--- src/common/cpu_pkg.sv ---
`default_nettype none

package cpu_pkg;

	localparam int FETCH_NUM     = 2; // instruction slots per fetch
	localparam int RESOLVE_DEPTH = 4; // queue entries, also the back end's starting credits

	// redirect kind reported per fetch slot
	typedef enum logic [1:0] {
		ControlFlow_None    = 2'd0,
		ControlFlow_Branch  = 2'd1, // predicted-taken conditional branch
		ControlFlow_JumpImm = 2'd2, // j, jal
		ControlFlow_JumpReg = 2'd3  // jr, jalr and returns
	} controlflow_t;

endpackage

`default_nettype wire

--- src/source/resolve_queue.sv ---
`timescale 1ns/10ps
`default_nettype none

module resolve_queue (
	input  logic                  clk,
	input  logic                  reset,
	input  logic                  flush,
	input  logic                  res_valid,
	input  logic [31:0]           res_pc,
	input  logic [31:0]           res_target,
	input  logic                  res_taken,
	input  logic                  res_mispredict,
	input  logic                  res_update_bht,
	input  cpu_pkg::controlflow_t res_cf,
	output logic                  upd_valid,
	output logic [31:0]           upd_pc,
	output logic [31:0]           upd_target,
	output logic                  upd_taken,
	output logic                  upd_mispredict,
	output logic                  upd_update_bht,
	output cpu_pkg::controlflow_t upd_cf,
	output logic                  credit_return
);

	logic [31:0]           pc_q         [cpu_pkg::RESOLVE_DEPTH];
	logic [31:0]           target_q     [cpu_pkg::RESOLVE_DEPTH];
	logic                  taken_q      [cpu_pkg::RESOLVE_DEPTH];
	logic                  mispredict_q [cpu_pkg::RESOLVE_DEPTH];
	logic                  update_bht_q [cpu_pkg::RESOLVE_DEPTH];
	cpu_pkg::controlflow_t cf_q         [cpu_pkg::RESOLVE_DEPTH];

	logic [$clog2(cpu_pkg::RESOLVE_DEPTH)-1:0]   wr_ptr_q;
	logic [$clog2(cpu_pkg::RESOLVE_DEPTH)-1:0]   rd_ptr_q;
	logic [$clog2(cpu_pkg::RESOLVE_DEPTH+1)-1:0] count_q;
	logic                                        full;
	logic                                        push;
	logic                                        pop;

	assign full = (count_q == cpu_pkg::RESOLVE_DEPTH);
	assign push = res_valid & ~full;
	assign pop  = (count_q != '0) & ~flush; // entries wait out a flush

	assign upd_valid      = pop;
	assign credit_return  = pop; // one credit back per drained entry
	assign upd_pc         = pc_q[rd_ptr_q];
	assign upd_target     = target_q[rd_ptr_q];
	assign upd_taken      = taken_q[rd_ptr_q];
	assign upd_mispredict = mispredict_q[rd_ptr_q];
	assign upd_update_bht = update_bht_q[rd_ptr_q];
	assign upd_cf         = cf_q[rd_ptr_q];

	always_ff @(posedge clk) begin
		if (reset) begin
			wr_ptr_q <= '0;
			rd_ptr_q <= '0;
			count_q  <= '0;
		end else begin
			if (push) begin
				wr_ptr_q <= wr_ptr_q + 1'b1; // depth is a power of two
			end
			if (pop) begin
				rd_ptr_q <= rd_ptr_q + 1'b1;
			end
			case ({push, pop})
				2'b10: count_q <= count_q + 1'b1;
				2'b01: count_q <= count_q - 1'b1;
				default: ;
			endcase
		end
	end

	always_ff @(posedge clk) begin
		if (push) begin
			pc_q[wr_ptr_q]         <= res_pc;
			target_q[wr_ptr_q]     <= res_target;
			taken_q[wr_ptr_q]      <= res_taken;
			mispredict_q[wr_ptr_q] <= res_mispredict;
			update_bht_q[wr_ptr_q] <= res_update_bht;
			cf_q[wr_ptr_q]         <= res_cf;
		end
	end

	// back end spent a credit it did not hold
	assert property (@(posedge clk) disable iff (reset) res_valid |-> !full)
		else $error("resolve report arrived while the queue was full");

endmodule

`default_nettype wire

--- config.mk ---
export PLATFORM = sky130hd
export DESIGN_NAME = resolve_queue
export DESIGN_NICKNAME = d
export VERILOG_FILES = /design/src/common/cpu_pkg.sv /design/src/source/resolve_queue.sv
export SDC_FILE = /design/constraint.sdc
export NUM_CORES = 1
export LEC_CHECK = 0
export ABC_AREA = 1
export BUFFER_PORTS_ARGS = -buffer_cell sky130_fd_sc_hd__buf_2
export CORE_MARGIN = 2
export CORE_UTILIZATION = 51
export DETAILED_ROUTE_END_ITERATION = 6
export PLACE_DENSITY = 0.75
export RECOVER_POWER = 25
export SETUP_SLACK_MARGIN = 0.02
export SLEW_MARGIN = 25
export SYNTH_ARGS = -nofsm -noshare
export SYNTH_HDL_FRONTEND = slang
export SYNTH_SLANG_ARGS = --single-unit
--- constraint.sdc ---
create_clock -name clk -period 3.9 [get_ports clk]
set_input_delay 0.195 -clock clk [delete_from_list [all_inputs] [get_ports clk]]
set_output_delay 0.195 -clock clk [all_outputs]
set_load 0.05 [all_outputs]
==> results.py <==
metrics = {
    "status": {
        "status": "finished, final reports clean",
    },
    "die": {
        "die-area_mm2": 0.0222,
        "dieHeight_um": 149,
        "rows": 53,
        "top_level_ports": 144,
        "coreArea_mm2": 0.0208,
        "die_w_um": 149,
        "initial_core_util_pct": 51.5,
    },
    "yosys": {
        "synth_top_area_share_pct": 77.2,
        "synth-seq-area-share_pct": 78.9,
        "synth_top_area_cell": "edfxtp_1",
        "synthCells": 738,
        "synthTopCellsByArea": "edfxtp_1, nor2_1, o21ai_0",
        "synth-seq-cells": 285,
        "ys_warn_count": 0,
        "synth_area_mm2": 0.0107,
        "synth_cell_types": 22,
        "avgSynthCellArea_um2": 14.5,
        "synth_nets": 817,
    },
    "sta": {
        "fmax_ghz": 0.327,
        "finalSetupViolCount": 0,
        "maxSlewViolCount": 0,
        "grt_setup_unrepaired": "false",
        "post-route-period-util_pct": 78.5,
        "period_minus_slack_ns": 3.06,
        "relSlewSlack_pct": 37.1,
        "clock_skew_ns": 0.0122,
        "hold_violations": 0,
        "tightest_slew_ns": 0.944,
        "hold_ws_ns": 0.386,
    },
    "clocking": {
        "cts_max_level": 1,
        "clock-root-buffer": "clkbuf_16",
        "cts.path.max_buffers": 3,
        "numCtsBuffers": 28,
        "clkTransAtPathRegs_ns": 0.06,
        "cts_tree": "done",
        "clock-sinks": 285,
        "cts-resized-gates": 0,
        "clock_latency_ns": 0.52,
    },
    "worst_hold_path": {
        "worstHoldPathType": "primary input to register",
    },
    "pwr": {
        "netSwitchingFraction_pct": 36.2,
        "p_leak_nw": 4.65,
        "pwr_density_cell_mw_per_mm2": 722,
        "cell_internal_pwr_mw": 6.14,
        "power_frac_comb_pct": 30.4,
        "p_seq_share_pct": 39.6,
        "power.total_mw": 9.62,
        "netSwitchingPower_mw": 3.48,
        "ir_drop_v": 0.000647,
        "p_clk_share_pct": 30.0,
    },
    "final_layout": {
        "fillers": 1487,
        "fin_nets": 1030,
        "area_growth_pct": 24.1,
        "final_cells": 1249,
        "utilization_pct": 64.0,
        "stdcell_area_mm2": 0.0133,
        "drive_gt1_share_pct": 17.0,
    },
    "critical_path": {
        "critPathLaunchType": "register",
        "cp.required_ns": 3.70,
        "worstPathMaxFanout": 85,
        "worst-endpoint-arrival_ns": 2.87,
        "crit_type": "register to primary output",
        "end_kind": "primary output",
    },
    "routing": {
        "wl_um": 21900,
        "wl_per_cell_um": 17.6,
        "firstDrtPassIters": 5,
        "ant_nets": 0,
        "routed_via_density": 5.37,
        "drc_errors": 0,
        "num_vias": 6701,
        "dr.first_iter.drc_count": 493,
    },
    "grt": {
        "overflow": 0,
        "grt_max_degree": 87,
        "antenna_found_initial": 1,
        "grt_pass1_vias": 6560,
        "globalRouteTotalUtil_pct": 19.4,
        "grt_pass1_wl_um": 33900,
    },
    "placed_design": {
        "numPortBuffers": 143,
        "dp.cells": 1124,
        "gp_congestion": 0.723,
        "placed_area_mm2": 0.0116,
        "hpwl_um": 11700,
    },
    "run": {
        "cap_violations": 0,
    },
}
## power by group through the flow
stage,logic (mW),registers [mW],clock network [mW]
4_1_cts,2.95,3.81,2.94
3_3_place_gp,2.84,3.86,0
3_5_place_dp,2.88,3.87,0
2_1_floorplan,2.31,3.82,0
5_1_grt,3.12,3.83,3.06
6_report,2.93,3.81,2.89
## cell type report
cell class / count / area, um^2 / share of cell area [%]
Sequential cell: 285 / 8470 / 63.6
Clock inverter: 21 / 284 / 2.13
Clock buffer: 31 / 733 / 5.50
Inverter: 16 / 62.6 / 0.470
Timing Repair Buffer: 228 / 1490 / 11.2
Antenna cell: 1 / 2.50 / 0.0188
Tap cell: 275 / 344 / 2.58
Multi-Input combinational cell: 392 / 1930 / 14.5
## per-stage QoR
step,TNS [ns],worst slack [ns]
finish,0,0.839
global route,0,0.648
CTS,0,0.820
detailed placement,0,1.38
global placement,0,1.45
floorplan,-50.30,-0.182
## sequential cells by signal (all words and copies together), names as in the netlist, named ones only
register / cells
update_bht_q: 4
count_q: 3
wr_ptr_q: 2
cf_q: 8
taken_q: 4
mispredict_q: 4
target_q: 128
pc_q: 128
rd_ptr_q: 2
## kinds of logic after synthesis
group / share of synthesized area (%)
flops: 78.9
fa+ha+maj: 0.769
simple gates: 6.07
buf+inv: 3.44
compound gates: 10.7
xor+xnor: 0.0816
## cell usage in the layout, fill, tap and decap left out, types with 7 or more instances in the layout
cell type | synthesis | routed
edfxtp_1 | 276 | 276
nor2_1 | 156 | 152
buf_2 | 8 | 101
o21ai_0 | 87 | 87
dlygate4sd3_1 | 0 | 72
o22ai_1 | 69 | 69
o21ai_1 | 52 | 52
clkbuf_1 | 14 | 44
clkbuf_16 | 0 | 29
inv_1 | 14 | 14
nand2_1 | 12 | 12
buf_4 | 8 | 12
clkinv_1 | 0 | 7
bufinv_16 | 0 | 7
dfxtp_1 | 9 | 7
## what timing repair did
action,in CTS,in global routing
endpoints found under the setup margin,0,0
endpoints found under the hold margin,281,0
setup buffers,0,0
hold buffers,72,0
## critical path, cell delays in order, from the launching register on
cell,delay [ns]
dfxtp_4,0.71
buf_4,0.75
o21ai_0,0.20
o22ai_1,0.30
buf_2,0.32
## path summary, 6_finish.rpt
path | startpoint | end | slack, ns | depth (start not counted)
max | register | upd_pc[11] | 0.84 | 4
min | reset | count_q[0] | 0.39 | 3
max reg2reg | count_q[0] | pc_q[0][6] | 1.55 | 5
min reg2reg | rd_ptr_q[0] | rd_ptr_q[0] | 0.50 | 2
## layer usage
metal | global-route usage, % | share of wire, %
met1 | 26.3 | 43
met2 | 33.3 | 50
met3 | 3.30 | 6.3
met4 | 4.43 | 1.3
met5 | 0 | 0
## synth_stat cells, drive strengths merged
cell type,n
dfxtp,9
inv,16
fa,1
edfxtp,276
xor2,1
o21ai,139
nor2,156
o22ai,69
nand3,3
ha,5
nand2,12
a21oi,5
clkbuf,17
buf,28
nand4,1
Note: power is estimated with default switching activity, not from simulation.
